## config.mk

```make
export PLATFORM = sky130hd
export DESIGN_NAME = bs_cpu_top
export DESIGN_NICKNAME = d
export VERILOG_FILES = /design/src/source/wb_bus_pkg.sv /design/src/source/rv_isa_pkg.sv /design/src/source/wb_if.sv /design/src/source/bs_cpu_top.sv /design/src/source/wb_arbiter.sv /design/src/source/bs_mem_if.sv /design/src/source/bs_regfile.sv /design/src/source/bs_alu.sv /design/src/source/bs_ctrl.sv /design/src/source/bs_decode.sv
export SDC_FILE = /design/constraint.sdc
export NUM_CORES = 1
export LEC_CHECK = 0
export BUFFER_PORTS_ARGS = -buffer_cell sky130_fd_sc_hd__clkbuf_2
export CORE_MARGIN = 10
export CORE_UTILIZATION = 35
export CTS_BUF_LIST = sky130_fd_sc_hd__clkbuf_8
export CTS_CLUSTER_SIZE = 24
export DETAILED_ROUTE_END_ITERATION = 12
export GPL_ROUTABILITY_DRIVEN = 0
export GPL_TIMING_DRIVEN = 0
export PLACE_DENSITY = 0.61
export RECOVER_POWER = 100
export SLEW_MARGIN = 40
export SYNTH_ARGS = -nofsm -noshare
export SYNTH_HDL_FRONTEND = slang
export SYNTH_SLANG_ARGS = --single-unit
export TNS_END_PERCENT = 10
```

## constraint.sdc

```tcl
create_clock -name clk -period 5.9 [get_ports clk]
set_input_delay 0.59 -clock clk [delete_from_list [all_inputs] [get_ports clk]]
set_output_delay 0.59 -clock clk [all_outputs]
set_load 0.02 [all_outputs]
```

## src/source/wb_bus_pkg.sv

```systemverilog
`default_nettype none

package wb_bus_pkg;

   localparam int WB_AW = 32;
   localparam int WB_DW = 32;
   localparam int WB_SW = 4;

   typedef logic [WB_AW-1:0] wb_adr_t;
   typedef logic [WB_DW-1:0] wb_dat_t;
   typedef logic [WB_SW-1:0] wb_sel_t;

endpackage

`default_nettype wire

```

## src/source/rv_isa_pkg.sv

```systemverilog
`default_nettype none

package rv_isa_pkg;

   // major opcodes of the supported subset
   typedef enum logic [6:0] {
      OPC_OP_IMM = 7'b0010011,
      OPC_OP     = 7'b0110011,
      OPC_LUI    = 7'b0110111,
      OPC_LOAD   = 7'b0000011,
      OPC_STORE  = 7'b0100011,
      OPC_BRANCH = 7'b1100011,
      OPC_JAL    = 7'b1101111
   } opcode_t;

   localparam logic [2:0] F3_ADD  = 3'b000;
   localparam logic [2:0] F3_SLT  = 3'b010;
   localparam logic [2:0] F3_SLTU = 3'b011;
   localparam logic [2:0] F3_XOR  = 3'b100;
   localparam logic [2:0] F3_OR   = 3'b110;
   localparam logic [2:0] F3_AND  = 3'b111;
   localparam logic [2:0] F3_BNE  = 3'b001;

   // write-back bit source
   typedef enum logic [1:0] {
      RD_SRC_CTRL = 2'd0,
      RD_SRC_ALU  = 2'd1,
      RD_SRC_IMM  = 2'd2,
      RD_SRC_MEM  = 2'd3
   } rd_src_t;

   typedef enum logic {OPB_SRC_IMM = 1'b0, OPB_SRC_RS2 = 1'b1} opb_src_t;

   typedef enum logic [2:0] {
      ALU_ADD, ALU_SUB, ALU_AND, ALU_OR, ALU_XOR, ALU_SLT, ALU_SLTU
   } alu_op_t;

endpackage

`default_nettype wire
```

## src/source/wb_if.sv

```systemverilog
`timescale 1ns/1ps
`default_nettype none

interface wb_if;
   import wb_bus_pkg::*;

   wb_adr_t adr;
   wb_dat_t dat_w;
   wb_dat_t dat_r;
   wb_sel_t sel;
   logic    we;
   logic    cyc;
   logic    stb;
   logic    ack;

   modport master (
      output adr, dat_w, sel, we, cyc, stb,
      input  dat_r, ack
   );

   modport slave (
      input  adr, dat_w, sel, we, cyc, stb,
      output dat_r, ack
   );

endinterface

`default_nettype wire

```

## src/source/bs_cpu_top.sv

```systemverilog
`timescale 1ns/1ps
`default_nettype none

module bs_cpu_top #(
   parameter logic [31:0] RESET_PC = 32'd0
) (
   input  wire                  clk,
   input  wire                  i_rst_n,
   input  wb_bus_pkg::wb_dat_t  i_wb_dat,
   input  wire                  i_wb_ack,
   output wb_bus_pkg::wb_adr_t  o_wb_adr,
   output wb_bus_pkg::wb_dat_t  o_wb_dat,
   output wb_bus_pkg::wb_sel_t  o_wb_sel,
   output logic                 o_wb_we,
   output logic                 o_wb_cyc,
   output logic                 o_wb_stb
);
   import rv_isa_pkg::*;

   wb_if ibus ();
   wb_if dbus ();
   wb_if mbus ();

   logic       ctrl_en, jump, alu_init, rs_en, rd_en, mem_en, mem_we, fetch;
   logic       imm, rs1, rs2, op_b, rd, ctrl_rd, alu_rd, mem_rd;
   logic       cnt_done, cmp, mem_done;
   logic [4:0] rs1_addr, rs2_addr, rd_addr;
   alu_op_t    alu_op;
   rd_src_t    rd_src;
   opb_src_t   opb_src;

   assign op_b = (opb_src == OPB_SRC_RS2) ? rs2 : imm;

   always_comb begin
      case (rd_src)
         RD_SRC_CTRL: rd = ctrl_rd;
         RD_SRC_IMM:  rd = imm;
         RD_SRC_MEM:  rd = mem_rd;
         default:     rd = alu_rd;
      endcase
   end

   bs_decode bs_decode_inst (
      .clk(clk), .i_rst_n(i_rst_n), .i_insn(ibus.dat_r),
      .i_insn_vld(ibus.cyc & ibus.ack), .i_cnt_done(cnt_done), .i_cmp(cmp),
      .i_mem_done(mem_done), .o_ctrl_en(ctrl_en), .o_jump(jump), .o_alu_op(alu_op),
      .o_alu_init(alu_init), .o_rs_en(rs_en), .o_rd_en(rd_en), .o_rs1_addr(rs1_addr),
      .o_rs2_addr(rs2_addr), .o_rd_addr(rd_addr), .o_mem_en(mem_en), .o_mem_we(mem_we),
      .o_imm(imm), .o_rd_src(rd_src), .o_opb_src(opb_src), .o_fetch(fetch)
   );

   bs_ctrl #(.RESET_PC(RESET_PC)) bs_ctrl_inst (
      .clk(clk), .i_rst_n(i_rst_n), .i_en(ctrl_en), .i_jump(jump), .i_offset(imm),
      .i_fetch(fetch), .o_link_rd(ctrl_rd), .o_cnt_done(cnt_done), .ibus(ibus)
   );

   bs_alu bs_alu_inst (
      .clk(clk), .i_en(ctrl_en), .i_init(alu_init), .i_op(alu_op), .i_rs1(rs1),
      .i_op_b(op_b), .o_rd(alu_rd), .o_cmp(cmp)
   );

   bs_regfile bs_regfile_inst (
      .clk(clk), .i_rs_en(rs_en), .i_rs1_addr(rs1_addr), .i_rs2_addr(rs2_addr),
      .i_rd_en(rd_en), .i_rd_addr(rd_addr), .i_rd(rd), .o_rs1(rs1), .o_rs2(rs2)
   );

   bs_mem_if bs_mem_if_inst (
      .clk(clk), .i_rst_n(i_rst_n), .i_en(mem_en), .i_we(mem_we), .i_addr_bit(alu_rd),
      .i_rs2(rs2), .o_rd(mem_rd), .o_done(mem_done), .dbus(dbus)
   );

   wb_arbiter wb_arbiter_inst (
      .clk(clk), .i_rst_n(i_rst_n), .m0(dbus), .m1(ibus), .s(mbus)
   );

   assign o_wb_adr   = mbus.adr;
   assign o_wb_dat   = mbus.dat_w;
   assign o_wb_sel   = mbus.sel;
   assign o_wb_we    = mbus.we;
   assign o_wb_cyc   = mbus.cyc;
   assign o_wb_stb   = mbus.stb;
   assign mbus.dat_r = i_wb_dat;
   assign mbus.ack   = i_wb_ack;

endmodule

`default_nettype wire

```

## src/source/wb_arbiter.sv

```systemverilog
`timescale 1ns/1ps
`default_nettype none

module wb_arbiter (
   input  wire   clk,
   input  wire   i_rst_n,
   wb_if.slave   m0,
   wb_if.slave   m1,
   wb_if.master  s
);

   logic own_vld;
   logic own_m0;
   logic sel_m0;

   // an open cycle keeps its owner, else data master wins
   assign sel_m0 = own_vld ? own_m0 : m0.cyc;

   assign s.adr   = sel_m0 ? m0.adr   : m1.adr;
   assign s.dat_w = sel_m0 ? m0.dat_w : m1.dat_w;
   assign s.sel   = sel_m0 ? m0.sel   : m1.sel;
   assign s.we    = sel_m0 ? m0.we    : m1.we;
   assign s.cyc   = sel_m0 ? m0.cyc   : m1.cyc;
   assign s.stb   = sel_m0 ? m0.stb   : m1.stb;

   assign m0.dat_r = s.dat_r;
   assign m1.dat_r = s.dat_r;
   assign m0.ack   = sel_m0 & s.ack;
   assign m1.ack   = ~sel_m0 & s.ack;

   always_ff @(posedge clk) begin
      if (!i_rst_n) begin
         own_vld <= 1'b0;
         own_m0  <= 1'b0;
      end else if (s.cyc && !s.ack) begin
         own_vld <= 1'b1;
         own_m0  <= sel_m0;
      end else begin
         own_vld <= 1'b0;
      end
   end

endmodule

`default_nettype wire

```

## src/source/bs_mem_if.sv

```systemverilog
`timescale 1ns/1ps
`default_nettype none

module bs_mem_if (
   input  wire    clk,
   input  wire    i_rst_n,
   input  wire    i_en,
   input  wire    i_we,
   input  wire    i_addr_bit,
   input  wire    i_rs2,
   output logic   o_rd,
   output logic   o_done,
   wb_if.master   dbus
);
   import wb_bus_pkg::*;

   wb_adr_t adr;
   wb_dat_t dat;
   logic    cyc;
   logic    we_r;

   assign o_rd   = dat[0];
   assign o_done = cyc & dbus.ack;

   // address pass when we is low, data pass in or out when high
   always_ff @(posedge clk) begin
      if (!cyc && !i_en) begin
         if (i_we) begin
            dat <= {i_rs2, dat[31:1]};
         end else begin
            adr <= {i_addr_bit, adr[31:1]};
         end
      end else if (o_done && !we_r) begin
         dat <= dbus.dat_r;
      end
   end

   always_ff @(posedge clk) begin
      if (!i_rst_n) begin
         cyc  <= 1'b0;
         we_r <= 1'b0;
      end else if (cyc) begin
         if (dbus.ack) begin
            cyc <= 1'b0;
         end
      end else if (i_en) begin
         cyc  <= 1'b1;
         we_r <= i_we;
      end
   end

   assign dbus.adr   = adr;
   assign dbus.dat_w = dat;
   assign dbus.sel   = '1;
   assign dbus.we    = we_r;
   assign dbus.cyc   = cyc;
   assign dbus.stb   = cyc;

endmodule

`default_nettype wire

```

## src/source/bs_regfile.sv

```systemverilog
`timescale 1ns/1ps
`default_nettype none

module bs_regfile (
   input  wire        clk,
   input  wire        i_rs_en,
   input  wire [4:0]  i_rs1_addr,
   input  wire [4:0]  i_rs2_addr,
   input  wire        i_rd_en,
   input  wire [4:0]  i_rd_addr,
   input  wire        i_rd,
   output logic       o_rs1,
   output logic       o_rs2
);

   logic [31:0] regs [1:31];

   // x0 has no storage and reads as zero
   assign o_rs1 = (i_rs1_addr == 5'd0) ? 1'b0 : regs[i_rs1_addr][0];
   assign o_rs2 = (i_rs2_addr == 5'd0) ? 1'b0 : regs[i_rs2_addr][0];

   for (genvar i = 1; i < 32; i++) begin : g_reg
      always_ff @(posedge clk) begin
         if (i_rd_en && (i_rd_addr == 5'(i))) begin
            regs[i] <= {i_rd, regs[i][31:1]};
         end else if (i_rs_en && ((i_rs1_addr == 5'(i)) || (i_rs2_addr == 5'(i)))) begin
            // rotate so the word is intact after 32 cycles
            regs[i] <= {regs[i][0], regs[i][31:1]};
         end
      end
   end

endmodule

`default_nettype wire

```

## src/source/bs_alu.sv

```systemverilog
`timescale 1ns/1ps
`default_nettype none

module bs_alu (
   input  wire                  clk,
   input  wire                  i_en,
   input  wire                  i_init,
   input  rv_isa_pkg::alu_op_t  i_op,
   input  wire                  i_rs1,
   input  wire                  i_op_b,
   output logic                 o_rd,
   output logic                 o_cmp
);
   import rv_isa_pkg::*;

   logic carry;
   logic eq;
   logic lt_u;
   logic lt_s;
   logic sub;
   logic b_eff;
   logic cin;
   logic sum;
   logic eq_in;
   logic lt_in;
   logic diff;

   assign sub   = (i_op == ALU_SUB) | (i_op == ALU_SLT) | (i_op == ALU_SLTU);
   assign b_eff = i_op_b ^ sub;
   assign cin   = i_init ? sub : carry;
   assign sum   = i_rs1 ^ b_eff ^ cin;
   assign diff  = i_rs1 ^ i_op_b;
   assign eq_in = i_init | eq;
   assign lt_in = i_init ? 1'b0 : lt_u;

   // equality including the current bit, valid on the last cycle
   assign o_cmp = eq_in & ~diff;

   always_comb begin
      case (i_op)
         ALU_AND:  o_rd = i_rs1 & i_op_b;
         ALU_OR:   o_rd = i_rs1 | i_op_b;
         ALU_XOR:  o_rd = diff;
         // flag from the previous pass lands in bit 0
         ALU_SLT:  o_rd = i_init & lt_s;
         ALU_SLTU: o_rd = i_init & lt_u;
         default:  o_rd = sum;
      endcase
   end

   always_ff @(posedge clk) begin
      if (i_en) begin
         carry <= (i_rs1 & b_eff) | (cin & (i_rs1 ^ b_eff));
         eq    <= o_cmp;
         // lower bits decide unless this bit differs; msb flips the rule when signed
         lt_u  <= diff ? i_op_b : lt_in;
         lt_s  <= diff ? i_rs1 : lt_in;
      end
   end

endmodule

`default_nettype wire

```

## src/source/bs_ctrl.sv

```systemverilog
`timescale 1ns/1ps
`default_nettype none

module bs_ctrl #(
   parameter logic [31:0] RESET_PC = 32'd0
) (
   input  wire    clk,
   input  wire    i_rst_n,
   input  wire    i_en,
   input  wire    i_jump,
   input  wire    i_offset,
   input  wire    i_fetch,
   output logic   o_link_rd,
   output logic   o_cnt_done,
   wb_if.master   ibus
);

   logic [31:0] pc;
   logic [4:0]  cnt;
   logic        carry;
   logic        link_carry;
   logic        four_bit;
   logic        add_bit;
   logic        cin;
   logic        lcin;
   logic        pc_sum;
   logic        cyc;

   // constant 4 is a single one at bit 2
   assign four_bit = (cnt == 5'd2);
   assign add_bit  = i_jump ? i_offset : four_bit;
   assign cin      = (cnt == 5'd0) ? 1'b0 : carry;
   assign lcin     = (cnt == 5'd0) ? 1'b0 : link_carry;
   assign pc_sum   = pc[0] ^ add_bit ^ cin;

   assign o_link_rd  = pc[0] ^ four_bit ^ lcin;
   assign o_cnt_done = i_en & (cnt == 5'd31);

   always_ff @(posedge clk) begin
      if (!i_rst_n) begin
         pc         <= RESET_PC;
         cnt        <= 5'd0;
         carry      <= 1'b0;
         link_carry <= 1'b0;
         cyc        <= 1'b0;
      end else begin
         if (i_en) begin
            cnt        <= cnt + 5'd1;
            pc         <= {pc_sum, pc[31:1]};
            carry      <= (pc[0] & add_bit) | (cin & (pc[0] ^ add_bit));
            link_carry <= (pc[0] & four_bit) | (lcin & (pc[0] ^ four_bit));
         end
         if (cyc & ibus.ack) begin
            cyc <= 1'b0;
         end else if (i_fetch) begin
            cyc <= 1'b1;
         end
      end
   end

   assign ibus.adr   = pc;
   assign ibus.dat_w = '0;
   assign ibus.sel   = '1;
   assign ibus.we    = 1'b0;
   assign ibus.cyc   = cyc;
   assign ibus.stb   = cyc;

endmodule

`default_nettype wire

```

## src/source/bs_decode.sv

```systemverilog
`timescale 1ns/1ps
`default_nettype none

module bs_decode (
   input  wire                   clk,
   input  wire                   i_rst_n,
   input  wb_bus_pkg::wb_dat_t   i_insn,
   input  wire                   i_insn_vld,
   input  wire                   i_cnt_done,
   input  wire                   i_cmp,
   input  wire                   i_mem_done,
   output logic                  o_ctrl_en,
   output logic                  o_jump,
   output rv_isa_pkg::alu_op_t   o_alu_op,
   output logic                  o_alu_init,
   output logic                  o_rs_en,
   output logic                  o_rd_en,
   output logic [4:0]            o_rs1_addr,
   output logic [4:0]            o_rs2_addr,
   output logic [4:0]            o_rd_addr,
   output logic                  o_mem_en,
   output logic                  o_mem_we,
   output logic                  o_imm,
   output rv_isa_pkg::rd_src_t   o_rd_src,
   output rv_isa_pkg::opb_src_t  o_opb_src,
   output logic                  o_fetch
);
   import rv_isa_pkg::*;

   typedef enum logic [2:0] {S_FETCH, S_DECODE, S_EXEC, S_MEM, S_PHASE2} state_t;

   state_t      state;
   logic [31:0] insn;
   logic [31:0] imm_sr;
   logic [31:0] imm_new;
   logic        taken;
   logic        first;
   opcode_t     opc;
   opcode_t     new_opc;
   logic [2:0]  funct3;
   logic        is_op, is_slt, is_load, is_store, is_branch, is_jal, is_lui;
   logic        exec, ph2, imm_use;

   assign opc     = opcode_t'(insn[6:0]);
   assign new_opc = opcode_t'(i_insn[6:0]);
   assign funct3  = insn[14:12];

   assign is_op     = (opc == OPC_OP);
   assign is_slt    = is_op & ((funct3 == F3_SLT) | (funct3 == F3_SLTU));
   assign is_load   = (opc == OPC_LOAD);
   assign is_store  = (opc == OPC_STORE);
   assign is_branch = (opc == OPC_BRANCH);
   assign is_jal    = (opc == OPC_JAL);
   assign is_lui    = (opc == OPC_LUI);

   // sign-extended immediate of the incoming instruction
   always_comb begin
      case (new_opc)
         OPC_STORE:  imm_new = {{20{i_insn[31]}}, i_insn[31:25], i_insn[11:7]};
         OPC_BRANCH: imm_new = {{19{i_insn[31]}}, i_insn[31], i_insn[7], i_insn[30:25],
                                i_insn[11:8], 1'b0};
         OPC_LUI:    imm_new = {i_insn[31:12], 12'b0};
         OPC_JAL:    imm_new = {{11{i_insn[31]}}, i_insn[31], i_insn[19:12], i_insn[20],
                                i_insn[30:21], 1'b0};
         default:    imm_new = {{20{i_insn[31]}}, i_insn[31:20]};
      endcase
   end

   always_comb begin
      o_alu_op = ALU_ADD;
      if (is_branch) begin
         o_alu_op = ALU_SUB;
      end else if (is_op | (opc == OPC_OP_IMM)) begin
         case (funct3)
            F3_ADD:  o_alu_op = (is_op & insn[30]) ? ALU_SUB : ALU_ADD;
            F3_SLT:  o_alu_op = ALU_SLT;
            F3_SLTU: o_alu_op = ALU_SLTU;
            F3_XOR:  o_alu_op = ALU_XOR;
            F3_OR:   o_alu_op = ALU_OR;
            F3_AND:  o_alu_op = ALU_AND;
            default: o_alu_op = ALU_ADD;
         endcase
      end
   end

   assign exec = (state == S_EXEC);
   assign ph2  = (state == S_PHASE2);

   // branches consume their offset only in the second pass, other phases add zero
   assign imm_use = exec ? ~is_branch : (ph2 & is_branch);
   assign o_imm   = imm_use & imm_sr[0];

   assign o_ctrl_en  = exec | ph2;
   assign o_rs_en    = o_ctrl_en;
   assign o_alu_init = first & o_ctrl_en;
   assign o_jump     = exec ? (is_jal | is_branch) : (~is_branch | taken);
   assign o_rd_en    = exec ? ((opc == OPC_OP_IMM) | (is_op & ~is_slt) | is_lui | is_jal)
                            : (ph2 & (is_load | is_slt));
   assign o_mem_en   = (state == S_MEM);
   assign o_mem_we   = (is_store & (ph2 | o_mem_en)) | (is_load & ph2);
   assign o_fetch    = (state == S_FETCH);
   assign o_rs1_addr = insn[19:15];
   assign o_rs2_addr = insn[24:20];
   assign o_rd_addr  = insn[11:7];
   assign o_opb_src  = (is_op | is_branch) ? OPB_SRC_RS2 : OPB_SRC_IMM;
   assign o_rd_src   = is_lui  ? RD_SRC_IMM  :
                       is_jal  ? RD_SRC_CTRL :
                       is_load ? RD_SRC_MEM  : RD_SRC_ALU;

   always_ff @(posedge clk) begin
      if (i_insn_vld) begin
         insn   <= i_insn;
         imm_sr <= imm_new;
      end else if (imm_use) begin
         imm_sr <= {imm_sr[31], imm_sr[31:1]};
      end
      if (exec & i_cnt_done & is_branch) begin
         taken <= (funct3 == F3_BNE) ? ~i_cmp : i_cmp;
      end
   end

   always_ff @(posedge clk) begin
      if (!i_rst_n) begin
         state <= S_FETCH;
         first <= 1'b0;
      end else begin
         if (o_ctrl_en) begin
            first <= 1'b0;
         end
         case (state)
            S_FETCH: if (i_insn_vld) state <= S_DECODE;
            S_DECODE: begin
               state <= S_EXEC;
               first <= 1'b1;
            end
            S_EXEC: if (i_cnt_done) begin
               if (is_load) begin
                  state <= S_MEM;
               end else if (is_store | is_branch | is_slt) begin
                  state <= S_PHASE2;
                  first <= 1'b1;
               end else begin
                  state <= S_FETCH;
               end
            end
            S_MEM: if (i_mem_done) begin
               state <= is_load ? S_PHASE2 : S_FETCH;
               first <= 1'b1;
            end
            S_PHASE2: if (i_cnt_done) state <= is_store ? S_MEM : S_FETCH;
            default: state <= S_FETCH;
         endcase
      end
   end

endmodule

`default_nettype wire

```

==> flow_metrics.py <==
metrics = {
    "detailed_routing": {
        "detail_route.wirelength_um": 69600,
        "post-route-drc-count": 0,
        "routed_via_density": 4.69,
        "drtPass1Iterations": 5,
        "final_antenna_net_count": 0,
        "drt_iter0_markers": 1591,
        "via_count": 18900,
        "routed_wire_length_per_instance_um": 17.3,
    },
    "synth": {
        "yosys_warnings": 0,
        "synthesis.area_per_instance_sq_um": 19.8,
        "ys.flop_type": "edfxtp_1",
        "synthesis.area_sq_um": 40200,
        "synth-edff-count": 1119,
        "synthDistinctLibCells": 62,
        "yosysSeqAreaShare_pct": 86.5,
        "post_synth_inst_count": 2025,
        "synth-async-reset-ratio_pct": 0,
        "post_synthesis_register_bit_count": 1177,
    },
    "grt": {
        "number_of_antenna_violations_at_the_first_check_in_global_routing": 1,
        "grt_pass1_wl_um": 111000,
        "first_global_vias": 19600,
        "groute.usage.overall_pct": 10.6,
        "grt_start_max_net_pins": 32,
        "globalRoute.totalOverflow": 0,
    },
    "pwr": {
        "power_per_cell_area_nw_per_um2": 338,
        "ir_worst_vdd_v": 0.000202,
        "static-leakage-power_nw": 15.0,
    },
    "clocking": {
        "max-clock-path-buffers": 3,
        "clock_tree.root_cell": "clkbuf_8",
        "cts_setup_buffers": 0,
        "cts_num_sinks": 1177,
        "clock_transition_at_path_regs_ns": 0.07,
        "number_of_buffers_created_by_cts": 179,
        "clk_latency_ns": 0.83,
        "tritoncts": "built",
        "cts_htree_levels": 4,
    },
    "worst_setup_path": {
        "timing_worst_setup_path_type": "reg -> reg",
        "critPathRequiredTime_ns": 6.45,
        "end_kind": "flip-flop",
        "rrSetupSlack_ns": 0.85,
        "worst-path-max-fanout": 10,
        "worstPathArrival_ns": 5.60,
        "crit_path_start_kind": "flip-flop",
        "r2r.worst_path.cells": 15,
    },
    "sta": {
        "grt_setup_unrepaired": "false",
        "fin_crit_sh_pct": 85.6,
        "final.setup_skew_ns": 0.0493,
        "final_count_of_hold_timing_violations": 0,
        "achievable-frequency_ghz": 0.198,
        "setup_viol_count_final": 0,
        "finalWorstPathRequiredPeriod_ns": 5.05,
        "drv_slew": 250,
        "timing_worst_slew_pin_value_ns": 1.97,
        "setup_ws_ns": 0.850,
        "final.setup.tns_ns": 0,
        "timing.max_slew.rel_slack_pct": -32.8,
    },
    "cells_and_area": {
        "drive_above_1_share_pct": 15.6,
        "register_area_sq_um": 34800,
        "multi_input_comb_area_sq_um": 5050,
        "num-fill-cells": 10200,
        "fin_area_sq_um": 46500,
        "final_net_count": 2416,
        "areaGrowthSynthToFinish_pct": 15.6,
    },
    "die": {
        "core-area_sq_um": 114000,
        "die_h_um": 359,
        "chipWidth_um": 359,
        "start_util_pct": 35.2,
        "pin_count": 106,
        "core.rowCount": 124,
        "die_area_sq_um": 129000,
    },
    "status": {
        "run_status": "finished, violations left",
        "failing_checks": "capacitance limit, slew limit",
    },
    "hold_path": {
        "min_delay_path_depth": 2,
        "min-delay-path-class": "in -> reg",
    },
    "placement": {
        "placedInstanceArea_sq_um": 43600,
        "preCtsSetupSlack_ns": 1.35,
        "hpwl_after_detailed_placement_um": 43500,
        "numPortBuffers": 100,
    },
    "run": {
        "total_of_max_cap_violations": 21,
    },
}
-- through the flow --
step / power (mW) / cells / util [%] / hold slack [ns]
finish: 15.7 / 4027 / 40.7 / 0.108
detailed placement: 9.74 / 3679 / 38.1 / 0.405
floorplan: 9.59 / 2028 / - / 0.400
global placement: 9.72 / 3640 / 37.3 / 0.400
global route: 16.3 / 4025 / 40.7 / 0.0555
CTS: 15.9 / 4024 / 41.2 / 0.0123
-- critical path: stages, from the launching register on --
cell and delay (ns):
dfxtp_1 0.31, clkbuf_1 0.31, xnor2_1 0.10, or2_1 0.20, buf_2 0.19, inv_1 0.21
clkbuf_1 0.37, clkbuf_1 0.61, nand2_1 0.17, mux2_1 0.37, fa_1 0.46, o31ai_1 0.09
nand3_1 0.21, o32a_1 0.55, clkbuf_1 0.26, mux2_2 0.36
-- per-layer routing --
layer / GRT usage [%] / vias to the layer above / share of wire (%)
met1: 14.5 / 9517 / 46
met2: 15.5 / 629 / 44
met4: 4.72 / 0 / 3.3
met5: 0 / - / 0
li1: - / 8557 / -
met3: 3.01 / 199 / 5.9
-- power breakdown --
group          internal (mW)  total (mW)  switching, mW  leakage, nW
registers               9.15        9.19         0.0481         10.6
logic                  0.148       0.383          0.235         2.45
clock network           3.04        6.12           3.08         1.91
-- area by class of cell --
cell class	count	share of cell area, %
sequential	1177	74.8
multi-input combinational	756	10.9
clock buffer	182	5.39
tap	1512	4.07
timing repair buffer	163	2.32
clock inverter	139	1.61
buffer	81	0.778
inverter	14	0.113
antenna	3	0.0162
-- synthesized netlist by cell type (4+ instances only) --
| cell | instances | area, sq um |
|---|---|---|
| or3_1 | 4 | 25.0 |
| buf_1 | 5 | 18.8 |
| nand2_1 | 196 | 736 |
| nor3b_1 | 6 | 45.0 |
| nor3_1 | 9 | 45.0 |
| nor2b_1 | 43 | 269 |
| dfxtp_1 | 58 | 1160 |
| nor2_1 | 33 | 124 |
| o21ai_0 | 78 | 390 |
| nand3_1 | 15 | 75.1 |
| mux2i_1 | 17 | 170 |
| a21boi_0 | 37 | 278 |
| a21oi_1 | 41 | 205 |
| inv_1 | 13 | 48.8 |
| or3b_1 | 5 | 43.8 |
| ha_1 | 6 | 75.1 |
| o22ai_1 | 33 | 206 |
| a31oi_1 | 28 | 175 |
| nand2b_1 | 8 | 50.1 |
| edfxtp_1 | 1119 | 33600 |
| mux2_2 | 96 | 1080 |
| buf_4 | 6 | 45.0 |
| nand4_1 | 5 | 31.3 |
| xnor2_1 | 4 | 35.0 |
| and2_1 | 12 | 75.1 |
| nand3b_1 | 16 | 120 |
| clkbuf_1 | 51 | 191 |
| mux4_2 | 13 | 293 |
| buf_2 | 17 | 85.1 |
-- cell families after synthesis --
group / count (synthesis) / share of synthesized area [%]
DFF: 1177 / 86.5
AOI/OAI and AO/OA: 236 / 3.57
muxes: 126 / 3.84
adders and majority gates: 9 / 0.336
buffers and inverters: 95 / 1.06
other: 1 / 0.00933
and+or+nand+nor: 375 / 4.52
xor gates and xnor gates: 6 / 0.131
-- cell usage in the layout (no fill, tap or decap), types with 9 or more instances in the layout --
cell / synthesis / routed
a21boi_0: 37 / 37
a21oi_1: 41 / 40
a31oi_1: 28 / 28
buf_2: 17 / 9
buf_8: 0 / 26
clkbuf_1: 51 / 158
clkbuf_2: 0 / 13
clkbuf_8: 0 / 182
clkinv_1: 0 / 38
clkinv_2: 0 / 18
dfxtp_1: 58 / 58
dlygate4sd3_1: 0 / 24
edfxtp_1: 1119 / 1119
inv_1: 13 / 79
mux2_2: 96 / 89
mux2i_1: 17 / 17
mux4_2: 13 / 13
nand2_1: 196 / 197
nand3_1: 15 / 15
nand3b_1: 16 / 16
nor2_1: 33 / 33
nor2b_1: 43 / 43
nor3_1: 9 / 10
o21ai_0: 78 / 70
o22ai_1: 33 / 32
-- flip-flops by register name, summed over array words and instances, names as in the netlist, 3 cells and up, named ones only --
register	cells
bs_ctrl_inst.cnt	5
bs_ctrl_inst.ibus.adr	32
bs_decode_inst.imm_sr	32
bs_decode_inst.insn	26
bs_decode_inst.state	3
bs_mem_if_inst.dbus.adr	32
bs_mem_if_inst.dbus.dat_w	32
bs_regfile_inst.regs	992
-- worst paths after layout --
check / startpoint / end
setup / recovery: bs_decode_inst.state[1]$_SDFFE_PN0P_ / bs_regfile_inst.regs[6][31]$_DFFE_PP_
hold / removal: i_wb_dat[28] / bs_mem_if_inst.dbus.dat_w[28]$_DFFE_PP_
setup reg to reg: bs_decode_inst.state[1]$_SDFFE_PN0P_ / bs_regfile_inst.regs[6][31]$_DFFE_PP_
hold reg to reg: bs_regfile_inst.regs[30][25]$_DFFE_PP_ / bs_regfile_inst.regs[30][24]$_DFFE_PP_
-- what timing repair did --
action / in CTS / in global routing
hold endpoints to repair: 28 / 0
gates resized for setup: 0 / 0
hold buffers: 24 / 0
No activity file was read; power rests on OpenSTA's default activity.
